`src/fcpu_pkg.sv`:
```
package fcpu_pkg;

   ////////////////////
   // Widths
   localparam int DATA_W   = 16;
   localparam int RSV_ID_W = 4;
   localparam int INSTR_W  = 4;
   localparam int CDB_W    = RSV_ID_W + DATA_W; // Tag on top, value below

   typedef logic [DATA_W-1:0]   data_t;
   typedef logic [RSV_ID_W-1:0] rob_id_t;
   typedef logic [INSTR_W-1:0]  opcode_t;
   typedef logic [CDB_W-1:0]    cdb_t;

   ////////////////////
   // Opcodes
   localparam opcode_t I_LOAD   = 4'h1;
   localparam opcode_t I_LOADB  = 4'h2; // base - offset
   localparam opcode_t I_STORE  = 4'h3;
   localparam opcode_t I_STOREB = 4'h4; // base - offset

   ////////////////////
   // Sizes
   localparam int RS_DEPTH   = 4;
   localparam int SB_DEPTH   = 4;
   localparam int DMEM_WORDS = 64;
   localparam int RS_IDX_W   = $clog2(RS_DEPTH);
   localparam int SB_IDX_W   = $clog2(SB_DEPTH);
   localparam int DMEM_IDX_W = $clog2(DMEM_WORDS);

   // Queues inside the memory unit
   localparam int AQ_DEPTH_W = 2;
   localparam int AQ_ENTRY_W = INSTR_W + RSV_ID_W + DATA_W;
   localparam int LQ_DEPTH_W = 2;
   localparam int LQ_ENTRY_W = RSV_ID_W + DATA_W + 1 + DATA_W;

   function automatic logic is_store(opcode_t op);
      return (op == I_STORE) || (op == I_STOREB);
   endfunction

endpackage

```
`src/fifo.sv`:
```
`timescale 1ns/1ps

module fifo #(
   parameter int DEPTH_W = 2,
   parameter int WIDTH   = 8
) (
   input  logic             clk,
   input  logic             nrst,
   input  logic [WIDTH-1:0] i_data,
   input  logic             i_valid,
   output logic             o_ready,
   output logic [WIDTH-1:0] o_data,
   output logic             o_valid,
   input  logic             i_ready
);

   localparam int DEPTH = 2 ** DEPTH_W;

   logic [WIDTH-1:0]   mem [DEPTH];
   logic [DEPTH_W-1:0] head;
   logic [DEPTH_W-1:0] tail;
   logic [DEPTH_W:0]   count;
   logic               push;
   logic               pop;

   assign o_ready = (count != (DEPTH_W+1)'(DEPTH));
   assign o_valid = (count != '0);
   assign o_data  = mem[head];
   assign push    = i_valid && o_ready;
   assign pop     = o_valid && i_ready;

   always_ff @(posedge clk) begin
      if (nrst) begin
         head  <= '0;
         tail  <= '0;
         count <= '0;
      end else begin
         if (push) begin
            tail <= tail + 1'b1;
         end
         if (pop) begin
            head <= head + 1'b1;
         end
         case ({push, pop})
            2'b10:   count <= count + 1'b1;
            2'b01:   count <= count - 1'b1;
            default: count <= count;   // Both or neither
         endcase
      end
   end

   always_ff @(posedge clk) begin
      if (push) begin
         mem[tail] <= i_data;
      end
   end

endmodule

```
`src/reservation_station.sv`:
```
`timescale 1ns/1ps

module reservation_station (
   input  logic              clk,
   input  logic              nrst,
   input  fcpu_pkg::opcode_t i_opcode,
   input  fcpu_pkg::rob_id_t i_rob_id,
   input  fcpu_pkg::data_t   i_base,
   input  fcpu_pkg::rob_id_t i_base_tag,
   input  logic              i_base_filled,
   input  fcpu_pkg::data_t   i_offset,
   input  fcpu_pkg::rob_id_t i_offset_tag,
   input  logic              i_offset_filled,
   input  logic              i_alloc,
   output logic              o_full,
   input  fcpu_pkg::cdb_t    i_cdb,
   input  logic              i_cdb_valid,
   output logic              o_valid,
   output fcpu_pkg::opcode_t o_opcode,
   output fcpu_pkg::rob_id_t o_rob_id,
   output fcpu_pkg::data_t   o_base,
   output fcpu_pkg::data_t   o_offset,
   input  logic              i_ready
);
   import fcpu_pkg::*;

   opcode_t             opcode     [RS_DEPTH];
   rob_id_t             rob_id     [RS_DEPTH];
   data_t               base       [RS_DEPTH];
   rob_id_t             base_tag   [RS_DEPTH];
   data_t               offset     [RS_DEPTH];
   rob_id_t             offset_tag [RS_DEPTH];
   logic [RS_DEPTH-1:0] base_rdy;
   logic [RS_DEPTH-1:0] offset_rdy;
   logic [RS_IDX_W-1:0] head;
   logic [RS_IDX_W-1:0] tail;
   logic [RS_IDX_W:0]   count;
   rob_id_t             cdb_tag;
   data_t               cdb_val;
   logic                base_hit;
   logic                offset_hit;
   logic                issue;

   assign cdb_tag    = i_cdb[DATA_W +: RSV_ID_W];
   assign cdb_val    = i_cdb[DATA_W-1:0];
   assign base_hit   = i_cdb_valid && !i_base_filled && (i_base_tag == cdb_tag);
   assign offset_hit = i_cdb_valid && !i_offset_filled && (i_offset_tag == cdb_tag);

   // Only the oldest may issue, so addresses come out in program order
   assign o_full   = (count == (RS_IDX_W+1)'(RS_DEPTH));
   assign o_valid  = (count != '0) && base_rdy[head] && offset_rdy[head];
   assign o_opcode = opcode[head];
   assign o_rob_id = rob_id[head];
   assign o_base   = base[head];
   assign o_offset = offset[head];
   assign issue    = o_valid && i_ready;

   always_ff @(posedge clk) begin
      if (nrst) begin
         head  <= '0;
         tail  <= '0;
         count <= '0;
      end else begin
         if (i_alloc) begin
            tail <= tail + 1'b1;
         end
         if (issue) begin
            head <= head + 1'b1;
         end
         if (i_alloc && !issue) begin
            count <= count + 1'b1;
         end else if (!i_alloc && issue) begin
            count <= count - 1'b1;
         end
      end
   end

   ////////////////////
   // Operand capture
   always_ff @(posedge clk) begin
      for (int i = 0; i < RS_DEPTH; i++) begin
         if (i_cdb_valid && !base_rdy[i] && (base_tag[i] == cdb_tag)) begin
            base[i]     <= cdb_val;
            base_rdy[i] <= 1'b1;
         end
         if (i_cdb_valid && !offset_rdy[i] && (offset_tag[i] == cdb_tag)) begin
            offset[i]     <= cdb_val;
            offset_rdy[i] <= 1'b1;
         end
      end
      if (i_alloc) begin
         opcode[tail]     <= i_opcode;
         rob_id[tail]     <= i_rob_id;
         base_tag[tail]   <= i_base_tag;
         offset_tag[tail] <= i_offset_tag;
         base[tail]       <= base_hit ? cdb_val : i_base;   // Broadcast on arrival
         base_rdy[tail]   <= i_base_filled || base_hit;
         offset[tail]     <= offset_hit ? cdb_val : i_offset;
         offset_rdy[tail] <= i_offset_filled || offset_hit;
      end
   end

endmodule

```
`src/store_buffer.sv`:
```
`timescale 1ns/1ps

module store_buffer (
   input  logic              clk,
   input  logic              nrst,
   input  logic              i_push,
   input  fcpu_pkg::rob_id_t i_rob_id,
   input  fcpu_pkg::data_t   i_data,
   input  fcpu_pkg::rob_id_t i_data_tag,
   input  logic              i_data_filled,
   output logic              o_full,
   input  fcpu_pkg::cdb_t    i_cdb,
   input  logic              i_cdb_valid,
   input  logic              i_addr_valid,
   input  fcpu_pkg::rob_id_t i_addr_rob_id,
   input  fcpu_pkg::data_t   i_addr,
   input  logic              i_commit_valid,
   input  fcpu_pkg::rob_id_t i_commit_id,
   input  logic              i_commit_invalidate,
   input  fcpu_pkg::data_t   i_lookup_addr,
   output logic              o_match,
   output logic              o_match_data_ready,
   output fcpu_pkg::data_t   o_match_data,
   output logic              o_head_valid,
   output logic              o_head_write,
   output fcpu_pkg::data_t   o_head_addr,
   output fcpu_pkg::data_t   o_head_data,
   input  logic              i_pop
);
   import fcpu_pkg::*;

   logic [SB_DEPTH-1:0] valid;
   rob_id_t             rob_id   [SB_DEPTH];
   data_t               data     [SB_DEPTH];
   rob_id_t             data_tag [SB_DEPTH];
   data_t               addr     [SB_DEPTH];
   logic [SB_DEPTH-1:0] data_rdy;
   logic [SB_DEPTH-1:0] addr_rdy;
   logic [SB_DEPTH-1:0] committed;
   logic [SB_DEPTH-1:0] inval;
   logic [SB_IDX_W-1:0] head;
   logic [SB_IDX_W-1:0] tail;
   rob_id_t             cdb_tag;
   logic                data_hit;
   logic                drop;
   logic                retire;

   assign cdb_tag  = i_cdb[DATA_W +: RSV_ID_W];
   assign data_hit = i_cdb_valid && !i_data_filled && (i_data_tag == cdb_tag);

   assign o_full       = valid[tail];
   assign o_head_valid = valid[head] && data_rdy[head] && addr_rdy[head];
   assign o_head_write = valid[head] && committed[head] && !inval[head];
   assign o_head_addr  = addr[head];
   assign o_head_data  = data[head];

   // Invalidated head leaves without a memory write
   assign drop   = valid[head] && committed[head] && inval[head];
   assign retire = i_pop || drop;

   always_ff @(posedge clk) begin
      if (nrst) begin
         valid <= '0;
         head  <= '0;
         tail  <= '0;
      end else begin
         if (i_push) begin
            valid[tail] <= 1'b1;
            tail        <= tail + 1'b1;
         end
         if (retire) begin
            valid[head] <= 1'b0;
            head        <= head + 1'b1;
         end
      end
   end

   ////////////////////
   // Entry updates
   always_ff @(posedge clk) begin
      for (int i = 0; i < SB_DEPTH; i++) begin
         if (valid[i] && i_cdb_valid && !data_rdy[i] && (data_tag[i] == cdb_tag)) begin
            data[i]     <= i_cdb[DATA_W-1:0];
            data_rdy[i] <= 1'b1;
         end
         if (valid[i] && i_addr_valid && (rob_id[i] == i_addr_rob_id)) begin
            addr[i]     <= i_addr;
            addr_rdy[i] <= 1'b1;
         end
         if (valid[i] && i_commit_valid && (rob_id[i] == i_commit_id)) begin
            committed[i] <= 1'b1;
            inval[i]     <= i_commit_invalidate;
         end
      end
      if (i_push) begin
         rob_id[tail]    <= i_rob_id;
         data_tag[tail]  <= i_data_tag;
         data[tail]      <= data_hit ? i_cdb[DATA_W-1:0] : i_data;
         data_rdy[tail]  <= i_data_filled || data_hit;
         addr_rdy[tail]  <= 1'b0;
         committed[tail] <= 1'b0;
         inval[tail]     <= 1'b0;
      end
   end

   // Walk oldest to youngest so the last hit is the youngest store
   always_comb begin
      logic [SB_IDX_W-1:0] idx;
      o_match            = 1'b0;
      o_match_data_ready = 1'b0;
      o_match_data       = '0;
      for (int k = 0; k < SB_DEPTH; k++) begin
         idx = head + SB_IDX_W'(k);
         if (valid[idx] && addr_rdy[idx] && !inval[idx] && (addr[idx] == i_lookup_addr)) begin
            o_match            = 1'b1;
            o_match_data_ready = data_rdy[idx];
            o_match_data       = data[idx];
         end
      end
   end

endmodule

```
`src/memory_functional_unit.sv`:
```
`timescale 1ns/1ps

module memory_functional_unit (
   input  logic              clk,
   input  logic              nrst,
   input  logic              i_valid,
   output logic              o_ready,
   input  fcpu_pkg::opcode_t i_opcode,
   input  fcpu_pkg::rob_id_t i_rob_id,
   input  fcpu_pkg::data_t   i_base,
   input  fcpu_pkg::rob_id_t i_base_tag,
   input  logic              i_base_filled,
   input  fcpu_pkg::data_t   i_offset,
   input  fcpu_pkg::rob_id_t i_offset_tag,
   input  logic              i_offset_filled,
   input  fcpu_pkg::data_t   i_data,
   input  fcpu_pkg::rob_id_t i_data_tag,
   input  logic              i_data_filled,
   input  fcpu_pkg::cdb_t    i_cdb,
   input  logic              i_cdb_valid,
   input  logic              i_commit_valid,
   input  fcpu_pkg::rob_id_t i_commit_id,
   input  logic              i_commit_invalidate,
   output logic              o_fwd_valid,
   output fcpu_pkg::cdb_t    o_fwd_cdb,
   input  logic              i_fwd_ready,
   output logic              o_mem_valid,
   output logic              o_mem_write,
   output fcpu_pkg::data_t   o_mem_addr,
   output fcpu_pkg::data_t   o_mem_data,
   output fcpu_pkg::rob_id_t o_mem_rob_id,
   input  logic              i_mem_ready
);
   import fcpu_pkg::*;

   logic    rs_full;
   logic    sb_full;
   logic    alloc;
   logic    rs_valid;
   logic    rs_ready;
   opcode_t rs_opcode;
   rob_id_t rs_rob_id;
   data_t   rs_base;
   data_t   rs_offset;
   data_t   rs_addr;
   logic    aq_valid;
   logic    aq_ready;
   logic    aq_store;
   opcode_t aq_opcode;
   rob_id_t aq_rob_id;
   data_t   aq_addr;
   logic    sb_match;
   logic    sb_match_data_ready;
   data_t   sb_match_data;
   logic    load_wait;
   logic    sb_head_valid;
   logic    sb_head_write;
   data_t   sb_head_addr;
   data_t   sb_head_data;
   logic    sb_pop;
   logic    store_req;
   logic    lq_in_valid;
   logic    lq_in_ready;
   logic    lq_valid;
   logic    lq_ready;
   logic    lq_fwd;
   logic    lq_read;
   rob_id_t lq_rob_id;
   data_t   lq_addr;
   data_t   lq_data;

   // A store also needs a store buffer slot
   assign o_ready = !rs_full && !(is_store(i_opcode) && sb_full);
   assign alloc   = i_valid && o_ready;

   reservation_station rs_inst (
      .clk             (clk),
      .nrst            (nrst),
      .i_opcode        (i_opcode),
      .i_rob_id        (i_rob_id),
      .i_base          (i_base),
      .i_base_tag      (i_base_tag),
      .i_base_filled   (i_base_filled),
      .i_offset        (i_offset),
      .i_offset_tag    (i_offset_tag),
      .i_offset_filled (i_offset_filled),
      .i_alloc         (alloc),
      .o_full          (rs_full),
      .i_cdb           (i_cdb),
      .i_cdb_valid     (i_cdb_valid),
      .o_valid         (rs_valid),
      .o_opcode        (rs_opcode),
      .o_rob_id        (rs_rob_id),
      .o_base          (rs_base),
      .o_offset        (rs_offset),
      .i_ready         (rs_ready)
   );

   ////////////////////
   // Address generation
   assign rs_addr = (rs_opcode == I_LOADB || rs_opcode == I_STOREB) ?
                    rs_base - rs_offset : rs_base + rs_offset;

   fifo #(.DEPTH_W(AQ_DEPTH_W), .WIDTH(AQ_ENTRY_W)) address_queue (
      .clk     (clk),
      .nrst    (nrst),
      .i_data  ({rs_opcode, rs_rob_id, rs_addr}),
      .i_valid (rs_valid),
      .o_ready (rs_ready),
      .o_data  ({aq_opcode, aq_rob_id, aq_addr}),
      .o_valid (aq_valid),
      .i_ready (aq_ready)
   );

   ////////////////////
   // Disambiguation
   assign aq_store    = is_store(aq_opcode);
   assign load_wait   = sb_match && !sb_match_data_ready;   // Older store, data pending
   assign lq_in_valid = aq_valid && !aq_store && !load_wait;
   assign aq_ready    = aq_store || (lq_in_ready && !load_wait);

   store_buffer sb_inst (
      .clk                 (clk),
      .nrst                (nrst),
      .i_push              (alloc && is_store(i_opcode)),
      .i_rob_id            (i_rob_id),
      .i_data              (i_data),
      .i_data_tag          (i_data_tag),
      .i_data_filled       (i_data_filled),
      .o_full              (sb_full),
      .i_cdb               (i_cdb),
      .i_cdb_valid         (i_cdb_valid),
      .i_addr_valid        (aq_valid && aq_store),
      .i_addr_rob_id       (aq_rob_id),
      .i_addr              (aq_addr),
      .i_commit_valid      (i_commit_valid),
      .i_commit_id         (i_commit_id),
      .i_commit_invalidate (i_commit_invalidate),
      .i_lookup_addr       (aq_addr),
      .o_match             (sb_match),
      .o_match_data_ready  (sb_match_data_ready),
      .o_match_data        (sb_match_data),
      .o_head_valid        (sb_head_valid),
      .o_head_write        (sb_head_write),
      .o_head_addr         (sb_head_addr),
      .o_head_data         (sb_head_data),
      .i_pop               (sb_pop)
   );

   fifo #(.DEPTH_W(LQ_DEPTH_W), .WIDTH(LQ_ENTRY_W)) load_queue (
      .clk     (clk),
      .nrst    (nrst),
      .i_data  ({aq_rob_id, aq_addr, sb_match, sb_match_data}),
      .i_valid (lq_in_valid),
      .o_ready (lq_in_ready),
      .o_data  ({lq_rob_id, lq_addr, lq_fwd, lq_data}),
      .o_valid (lq_valid),
      .i_ready (lq_ready)
   );

   ////////////////////
   // Result and memory request
   assign o_fwd_valid = lq_valid && lq_fwd;
   assign o_fwd_cdb   = {lq_rob_id, lq_data};
   assign lq_read     = lq_valid && !lq_fwd;
   assign lq_ready    = lq_fwd ? i_fwd_ready : i_mem_ready;

   // Load read beats store write
   assign store_req    = sb_head_valid && sb_head_write;
   assign o_mem_valid  = lq_read || store_req;
   assign o_mem_write  = !lq_read;
   assign o_mem_addr   = lq_read ? lq_addr : sb_head_addr;
   assign o_mem_data   = sb_head_data;
   assign o_mem_rob_id = lq_rob_id;
   assign sb_pop       = store_req && !lq_read && i_mem_ready;

endmodule

```
`src/data_memory.sv`:
```
`timescale 1ns/1ps

module data_memory (
   input  logic              clk,
   input  logic              nrst,
   input  logic              i_valid,
   input  logic              i_write,
   input  fcpu_pkg::data_t   i_addr,
   input  fcpu_pkg::data_t   i_data,
   input  fcpu_pkg::rob_id_t i_rob_id,
   output logic              o_ready,
   output fcpu_pkg::cdb_t    o_cdb,
   output logic              o_cdb_valid,
   input  logic              i_cdb_ready
);
   import fcpu_pkg::*;

   data_t                 mem [DMEM_WORDS];
   logic [DMEM_IDX_W-1:0] idx;
   logic                  accept;

   assign idx     = i_addr[DMEM_IDX_W-1:0];   // Low bits only
   assign o_ready = !o_cdb_valid || i_cdb_ready;
   assign accept  = i_valid && o_ready;

   always_ff @(posedge clk) begin
      if (nrst) begin
         for (int i = 0; i < DMEM_WORDS; i++) begin
            mem[i] <= '0;
         end
         o_cdb_valid <= 1'b0;
      end else begin
         if (accept && i_write) begin
            mem[idx] <= i_data;
         end
         if (accept && !i_write) begin
            o_cdb_valid <= 1'b1;
         end else if (i_cdb_ready) begin
            o_cdb_valid <= 1'b0;
         end
      end
   end

   // Load response held until taken
   always_ff @(posedge clk) begin
      if (accept && !i_write) begin
         o_cdb <= {i_rob_id, mem[idx]};
      end
   end

endmodule

```
`src/cdb_arbiter.sv`:
```
`timescale 1ns/1ps

module cdb_arbiter (
   input  fcpu_pkg::cdb_t i_mem_cdb,
   input  logic           i_mem_valid,
   output logic           o_mem_ready,
   input  fcpu_pkg::cdb_t i_fwd_cdb,
   input  logic           i_fwd_valid,
   output logic           o_fwd_ready,
   output fcpu_pkg::cdb_t o_cdb,
   output logic           o_cdb_valid,
   input  logic           i_cdb_ready
);

   // Memory response first
   assign o_cdb_valid = i_mem_valid || i_fwd_valid;
   assign o_cdb       = i_mem_valid ? i_mem_cdb : i_fwd_cdb;
   assign o_mem_ready = i_cdb_ready;
   assign o_fwd_ready = i_cdb_ready && !i_mem_valid;

endmodule

```
`src/mem_subsystem.sv`:
```
`timescale 1ns/1ps

module mem_subsystem (
   input  logic              clk,
   input  logic              nrst,
   input  logic              i_valid,
   output logic              o_ready,
   input  fcpu_pkg::opcode_t i_opcode,
   input  fcpu_pkg::rob_id_t i_rob_id,
   input  fcpu_pkg::data_t   i_base,
   input  fcpu_pkg::rob_id_t i_base_tag,
   input  logic              i_base_filled,
   input  fcpu_pkg::data_t   i_offset,
   input  fcpu_pkg::rob_id_t i_offset_tag,
   input  logic              i_offset_filled,
   input  fcpu_pkg::data_t   i_data,
   input  fcpu_pkg::rob_id_t i_data_tag,
   input  logic              i_data_filled,
   input  fcpu_pkg::cdb_t    i_cdb,
   input  logic              i_cdb_valid,
   input  logic              i_commit_valid,
   input  fcpu_pkg::rob_id_t i_commit_id,
   input  logic              i_commit_invalidate,
   output fcpu_pkg::cdb_t    o_cdb,
   output logic              o_cdb_valid,
   input  logic              i_cdb_ready
);
   import fcpu_pkg::*;

   logic    fwd_valid;
   logic    fwd_ready;
   cdb_t    fwd_cdb;
   logic    mem_valid;
   logic    mem_write;
   data_t   mem_addr;
   data_t   mem_data;
   rob_id_t mem_rob_id;
   logic    mem_ready;
   cdb_t    resp_cdb;
   logic    resp_valid;
   logic    resp_ready;

   memory_functional_unit mfu_inst (
      .clk                 (clk),
      .nrst                (nrst),
      .i_valid             (i_valid),
      .o_ready             (o_ready),
      .i_opcode            (i_opcode),
      .i_rob_id            (i_rob_id),
      .i_base              (i_base),
      .i_base_tag          (i_base_tag),
      .i_base_filled       (i_base_filled),
      .i_offset            (i_offset),
      .i_offset_tag        (i_offset_tag),
      .i_offset_filled     (i_offset_filled),
      .i_data              (i_data),
      .i_data_tag          (i_data_tag),
      .i_data_filled       (i_data_filled),
      .i_cdb               (i_cdb),
      .i_cdb_valid         (i_cdb_valid),
      .i_commit_valid      (i_commit_valid),
      .i_commit_id         (i_commit_id),
      .i_commit_invalidate (i_commit_invalidate),
      .o_fwd_valid         (fwd_valid),
      .o_fwd_cdb           (fwd_cdb),
      .i_fwd_ready         (fwd_ready),
      .o_mem_valid         (mem_valid),
      .o_mem_write         (mem_write),
      .o_mem_addr          (mem_addr),
      .o_mem_data          (mem_data),
      .o_mem_rob_id        (mem_rob_id),
      .i_mem_ready         (mem_ready)
   );

   data_memory dmem_inst (
      .clk         (clk),
      .nrst        (nrst),
      .i_valid     (mem_valid),
      .i_write     (mem_write),
      .i_addr      (mem_addr),
      .i_data      (mem_data),
      .i_rob_id    (mem_rob_id),
      .o_ready     (mem_ready),
      .o_cdb       (resp_cdb),
      .o_cdb_valid (resp_valid),
      .i_cdb_ready (resp_ready)
   );

   cdb_arbiter arb_inst (
      .i_mem_cdb   (resp_cdb),
      .i_mem_valid (resp_valid),
      .o_mem_ready (resp_ready),
      .i_fwd_cdb   (fwd_cdb),
      .i_fwd_valid (fwd_valid),
      .o_fwd_ready (fwd_ready),
      .o_cdb       (o_cdb),
      .o_cdb_valid (o_cdb_valid),
      .i_cdb_ready (i_cdb_ready)
   );

endmodule

```
`config.mk`:
```
export PLATFORM = sky130hd
export DESIGN_NAME = mem_subsystem
export DESIGN_NICKNAME = d
export VERILOG_FILES = /design/src/fcpu_pkg.sv /design/src/fifo.sv /design/src/reservation_station.sv /design/src/store_buffer.sv /design/src/memory_functional_unit.sv /design/src/data_memory.sv /design/src/cdb_arbiter.sv /design/src/mem_subsystem.sv
export SDC_FILE = /design/constraint.sdc
export NUM_CORES = 2
export LEC_CHECK = 0
export BUFFER_PORTS_ARGS = -buffer_cell sky130_fd_sc_hd__buf_4
export CAP_MARGIN = 5
export CORE_MARGIN = 5
export CORE_UTILIZATION = 30
export CTS_CLUSTER_SIZE = 40
export DETAILED_ROUTE_END_ITERATION = 10
export SETUP_SLACK_MARGIN = 0.3
export SYNTH_ARGS = -nofsm -noshare
export SYNTH_HDL_FRONTEND = slang
export SYNTH_SLANG_ARGS = --single-unit
```
`constraint.sdc`:
```
create_clock -name clk -period 15.3 [get_ports clk]
set_clock_uncertainty 0.15 [all_clocks]
set_input_delay 1.53 -clock clk [delete_from_list [all_inputs] [get_ports clk]]
set_output_delay 1.53 -clock clk [all_outputs]
set_load 0.05 [all_outputs]
```
# == Yosys cells after proc, flatten, opt, wreduce, memory -nomap -nowiden ==
# Memories as Yosys holds them, arrays and structs flattened. A register that Yosys moved wholly into a read port is not among the register bits.
# Index checks and enable logic that the tools add are counted.
# totals
register_bits,74
ram_bits,1620
inputBits,102
output_inout_bits,22
elab_cells,423
n_memories,13
# op_classes
addsub,18
magnitude_cmp,10
n_eq_ne,40
n_mux,171
bitwise,7
n_reduce_logical,144
# mem_list
name,depth,word_bits,read_ports,rd_clocked_by_memory_dff,write_ports,line_no,text
dmem_inst.mem,64,16,1,1,64,data_memory.sv:18,data_t mem [DMEM_WORDS];
mfu_inst.load_queue.mem,4,37,1,1,1,fifo.sv:19,logic [WIDTH-1:0] mem [DEPTH];
mfu_inst.address_queue.mem,4,24,1,1,1,fifo.sv:19,
mfu_inst.rs_inst.base,4,16,1,1,5,reservation_station.sv:29,data_t base [RS_DEPTH];
mfu_inst.rs_inst.offset,4,16,1,1,5,reservation_station.sv:31,data_t offset [RS_DEPTH];
mfu_inst.sb_inst.addr,4,16,4,1,4,store_buffer.sv:36,data_t addr [SB_DEPTH];
+7 memories,-,-,-,-,-,-,
# ops
cell,count
two-way mux 16 bit,9
two-way mux 1 bit,104
logical AND 1 bit,96
== test 4 bit,23
== test 16 bit,4
binary-select mux 1 bit (select 2 bit),20
two-way mux 4 bit,9
two-way mux 2 bit,16
logical NOT 1 bit,29
"< comparator 2 x 3 -> 1 bit, second input constant",7
two-way mux 20 bit,1
adder 16 bit,1
"adder 2 x 1 -> 2 bit, second input constant",8
bitwise AND 4 bit,4
OR reduction 16 bit,1
subtractor 16 bit,1
bitwise mux 4 bit,3
"== test 4 x 2 -> 1 bit, second input constant",3
"== test 4 x 3 -> 1 bit, second input constant",3
two-way mux 6 bit,2
one-hot mux 3 bit (2 select lines),2
logical OR 1 bit,11
"adder 3 x 1 -> 3 bit, second input constant",3
nonzero test 3 bit,3
12 further kinds,27

# == Logic depth before layout (Yosys ltp) ==
# logic_depth
word_depth,17
mapped_depth,21
mapped_depth_nobuf,16

# == By module ==
# From an unflattened synthesis, not the netlist that was laid out.
# hier_totals
hier_cells,5520
area_unflattened_um2,81333.0
# by_module_without_submodules
mod,n_inst,cells_each,area_each_um2,seq_area_each_um2
data_memory,1,3530,47468.0,31370.1
store_buffer,1,799,12453.2,5325.1
reservation_station,1,550,9863.2,6105.9
fifo at mfu_inst.load_queue,1,245,5871.9,4624.4
fifo at mfu_inst.address_queue,1,178,3980.1,3062.9
memory_functional_unit,1,193,1428.9,0.0
cdb_arbiter,1,25,267.8,0.0

# == Worst setup path after synthesis ==
# No wires, ideal clock.
# synth_timing
path_kind,register to register
startpoint,register mfu_inst.sb_inst.head[1]
endpoint,register mfu_inst.load_queue.count[2]
setup_ps,71
t_arrival_ps,5382
t_required_ps,15079
setup_slack_ps,9697
stages_incl_launch_ff,22
path_buffers,5
period_less_slack_ps,5603
path_cell_list,dfxtp_1 -> buf_1 -> clkbuf_1 -> buf_1 -> inv_1 -> ha_1 -> buf_2 -> buf_2 -> mux4_2 -> xor2_1 -> nor4_1 -> nand4b_1 -> or2_1 -> o2111a_1 -> o31a_2 -> inv_1 -> ha_1 -> inv_1 -> fa_1 -> xor2_1 -> or3_1 -> a21oi_1
# synth_between
elab_chain_len,16
word_cells_on_any_way,72
cone_classes,add/sub (3); eq/ne (5); mux (41); reduce/logical (22); memory (1)
# synth_lines
item,line_no,text
from (decl),store_buffer.sv:41,logic [SB_IDX_W-1:0] head;
from (signal assigned),store_buffer.sv:73,head <= head + 1'b1;
branches (longest 10 deep; another with memory (4 x 16 bit)),-,
logical AND 1 bit *,memory_functional_unit.sv:118,assign load_wait = sb_match && !sb_match_data_ready;
logical NOT 1 bit *,memory_functional_unit.sv:119,assign lq_in_valid = aq_valid && !aq_store && !load_wait;
logical AND 1 bit *,memory_functional_unit.sv:119,
logical AND 1 bit *,fifo.sv:29,assign push = i_valid && o_ready;
== test 2 x 1 -> 1 bit / == test 2 bit (equally long branches),fifo.sv:44,"case ({push, pop})"
one-hot mux 3 bit (2 select lines) / nonzero test 2 bit (equally long branches),-,
to (signal assigned),fifo.sv:45,2'b10: count <= count + 1'b1;
to (signal assigned),fifo.sv:46,2'b01: count <= count - 1'b1;
to (signal assigned),fifo.sv:47,default: count <= count;
to (decl),fifo.sv:22,logic [DEPTH_W:0] count;
# Mark *: on every way between the ends. The select of a mux whose other input is x is not followed.
# A chain may end at the register's enable or synchronous reset.

==> summary.md <==
| Metric | Value |
|---|---|
| Status | `finished clean` |
| Die area | `0.257 mm²` |
| Iteration count of the initial detailed-routing pass | `6` |
| Data arrival, critical path | `7190 ps` |
| Synth area leader | `edfxtp_1` |
| Total of max-cap violations | `0` |
| Synthesized area | `0.0741 mm²` |
| Final setup violation count | `0` |
| Initial antenna violation count | `27` |
| Top cells by area, synth | `edfxtp_1 (65%), nor2_1 (5.8%), a22oi_1 (5.4%)` |
| Share of Yosys cell area claimed by the top area cell type | `64.9%` |
| Main synth FF type | `edfxtp_1` |
| Die width | `507 µm` |
| H-tree levels | `4` |
| Row cnt | `182` |
| Drt wl/cell | `25.6 µm` |
| Seq/Total Area, Yosys | `66.5%` |
| Buf/Inv on CP | `3` |
| Fillcell total | `23,600` |
| Die height | `507 µm` |
| First-pass GRT wire length | `319,000 µm` |
| Yosys cell types | `70` |
| Syn Inst Count | `5,315` |
| Clk pin slew, worst setup/hold paths | `60 ps` |
| RSZ-0062 raised after global routing | `false` |
| Post-CTS setup buffers | `0` |
| Port Buf Inserts | `123` |
| DP Worst Slack | `8460 ps` |
| Post-CTS Resized | `0` |
| Leak Pwr | `27.8 nW` |
| Gr usage total | `16.6%` |
| Clock Latency Late Sink | `810 ps` |
| Largest net degree at the start of global routing | `105` |
| Async set or reset register ratio after synthesis | `0%` |
| GPL Wtd Cong | `0.857` |
| Hold Violations, Final | `0` |
| Critical path, cell by cell | `buf_4 > mux4_2 > nor2_2 > mux2i_2 > and3_4 > buf_4 > inv_1 > nor2_2 > nand2_1 > nand2b_1` |
| Max FO, Critical Path | `75` |
| Post-synth EDFFs | `1,600` |
| Clock tree sinks | `1,662` |
| Cts bufs inserted | `161` |
| Syn-to-layout area delta | `12.4%` |
| Worst EP required | `15,590 ps` |
| Syn avg cell area | `13.9 µm²` |
| Setup TNS | `0 ps` |
| Startpoint Class | `flop` |
| Crit. End Element | `flop` |
| Finished Cell Area | `0.0832 mm²` |
| Synth cell count leaders | `edfxtp_1 (1,600), nor2_1 (1,143), a22oi_1 (537)` |
| Area after DPL | `0.0782 mm²` |
| Max frequency | `145 MHz` |
| Starting DRT DRC Count | `5,386` |
| Detailed-route via count | `46,200` |
| Post-DRT Antenna Nets | `0` |
| Slew Viols, Final | `0` |
| Vias in the first global route | `45,100` |
| Most common cell in the netlist | `edfxtp_1` |
| Slew headroom | `21.8%` |
| Core area | `0.246 mm²` |
| CP max stage cell | `mux2i_2` |
| Drt via density | `5.38` |
| CTS max path bufs | `3` |
| Worst ir drop on vdd | `113 µV` |
| # IOs | `124` |
| Worst hold path type | `reg -> reg` |
| Post-layout min period | `6900 ps` |
| Root buffer cell | `clkbuf_16` |
| Top Family by Delay on Critical Path | `simple AND/OR/NAND/NOR gates` |
| Number of synthesis warnings | `0` |
| Power Density | `160 mW/mm²` |
| Dpl hpwl | `140,000 µm` |
| Final Util | `33.8%` |
| Final hold slack | `315 ps` |
| Synthesized Nets | `5,460` |
| Final nets | `5,393` |
| CP peak stage delay | `960 ps` |
| Post-CTS Hold Fix Bufs | `0` |
| Setup WS post-layout | `8400 ps` |
| Total Wirelength | `220,000 µm` |
| #FFs+latches synth | `1,662` |
| Crit Path Category | `reg -> reg` |
| Global route total overflow | `0` |
| CTS tree | `done` |
| Share of post-route cells with drive strength above 1 | `17.9%` |
| Final period utilization | `45.1%` |
| Slew at the pin closest to its max-slew limit | `1170 ps` |
| Remaining DRCs | `0` |
| Starting density of the core | `30.1%` |
[layout by cell type (no fill, tap or decap), types with 33 or more instances in the layout]
cell,netlist,final
edfxtp_1,1600,1600
clkbuf_1,255,41
dfxtp_1,62,55
mux4_2,170,170
a41oi_1,33,33
nand2b_1,69,69
ha_1,39,38
clkbuf_16,0,165
nor2_1,1143,1141
nand2_2,40,40
o21ai_0,53,37
inv_1,59,59
xnor2_1,88,88
mux2i_1,79,78
mux2_2,250,250
xor2_1,107,107
a22oi_1,537,537
a21oi_1,76,76
buf_4,4,211
nand4_1,116,116
nand2_1,111,111
[worst paths after layout]
check	start	endpoint	slack, ps	depth (start not counted)
min reg2reg	mfu_inst.sb_inst.committed[3]$_DFF_P_	mfu_inst.sb_inst.committed[3]$_DFF_P_	310	2
min	mfu_inst.sb_inst.committed[3]$_DFF_P_	mfu_inst.sb_inst.committed[3]$_DFF_P_	310	2
max	flop	dmem_inst.mem[41][13]$_SDFFCE_PN0P_	8400	10
max reg2reg	flop	dmem_inst.mem[41][13]$_SDFFCE_PN0P_	8400	10
[cell families (layout without fill, tap and decap cells)]
group / count (synthesis) / after routing / share of synthesized area [%]
other cells: 0 / 9 / 0
compound gates: 771 / 771 / 7.47
xor+xnor: 195 / 195 / 2.31
flops: 1662 / 1662 / 66.5
buf+inv: 503 / 559 / 2.91
simple gates: 1633 / 1633 / 9.69
fa+ha+maj: 43 / 43 / 0.767
mux: 508 / 508 / 10.3
[flip-flops by register name (all words and copies together), names as in the netlist, 20 cells and up, named ones only]
register                    count
mfu_inst.rs_inst.base          64
mfu_inst.address_queue.mem     96
mfu_inst.rs_inst.offset        64
dmem_inst.mem                1024
mfu_inst.load_queue.mem       108
dmem_inst.o_cdb                20
mfu_inst.sb_inst.addr          64
mfu_inst.sb_inst.data          64
[layout make-up]
type | instances | area, µm² | area share [%]
diodes | 9 | 22.5 | 0.0271
clock buffers | 217 | 4430 | 5.33
clock inverters | 69 | 637 | 0.765
inverters | 59 | 221 | 0.266
multi-input cells | 3150 | 23000 | 27.6
flip-flops and latches | 1662 | 49300 | 59.2
well taps | 3220 | 4030 | 4.84
repair buffers | 214 | 1640 | 1.97
[stage by stage]
| stage | power, mW | instances |
|---|---|---|
| 2_1_floorplan | 8.07 | 5315 |
| 3_3_place_gp | 9.43 | 8305 |
| 3_5_place_dp | 9.48 | 8305 |
| 4_1_cts | 13.4 | 8591 |
| 5_1_grt | 13.8 | 8593 |
| 6_report | 13.3 | 8600 |
[report_power, final]
group,internal [mW],switching (mW)
Clock,2.14,1.76
Sequential,5.59,0.164
Combinational,1.13,2.52
[routing by layer]
metal	up-vias	routed length (µm)	GRT usage (%)
li1	19900	-	-
met1	23600	88100	22.3
met2	2264	104000	26.7
met3	419	20000	3.74
met4	32	7650	5.49
met5	-	220	0
[worst register-to-register path: stages (launching register included)]
cell and delay [ps]:
dfxtp_2 310, buf_4 450, mux4_2 660, nor2_2 520, mux2i_2 970, and3_4 340, buf_4 740, inv_1 130
nor2_2 850, nand2_1 640, nand2b_1 790
No activity file was read; power rests on OpenSTA's default activity.
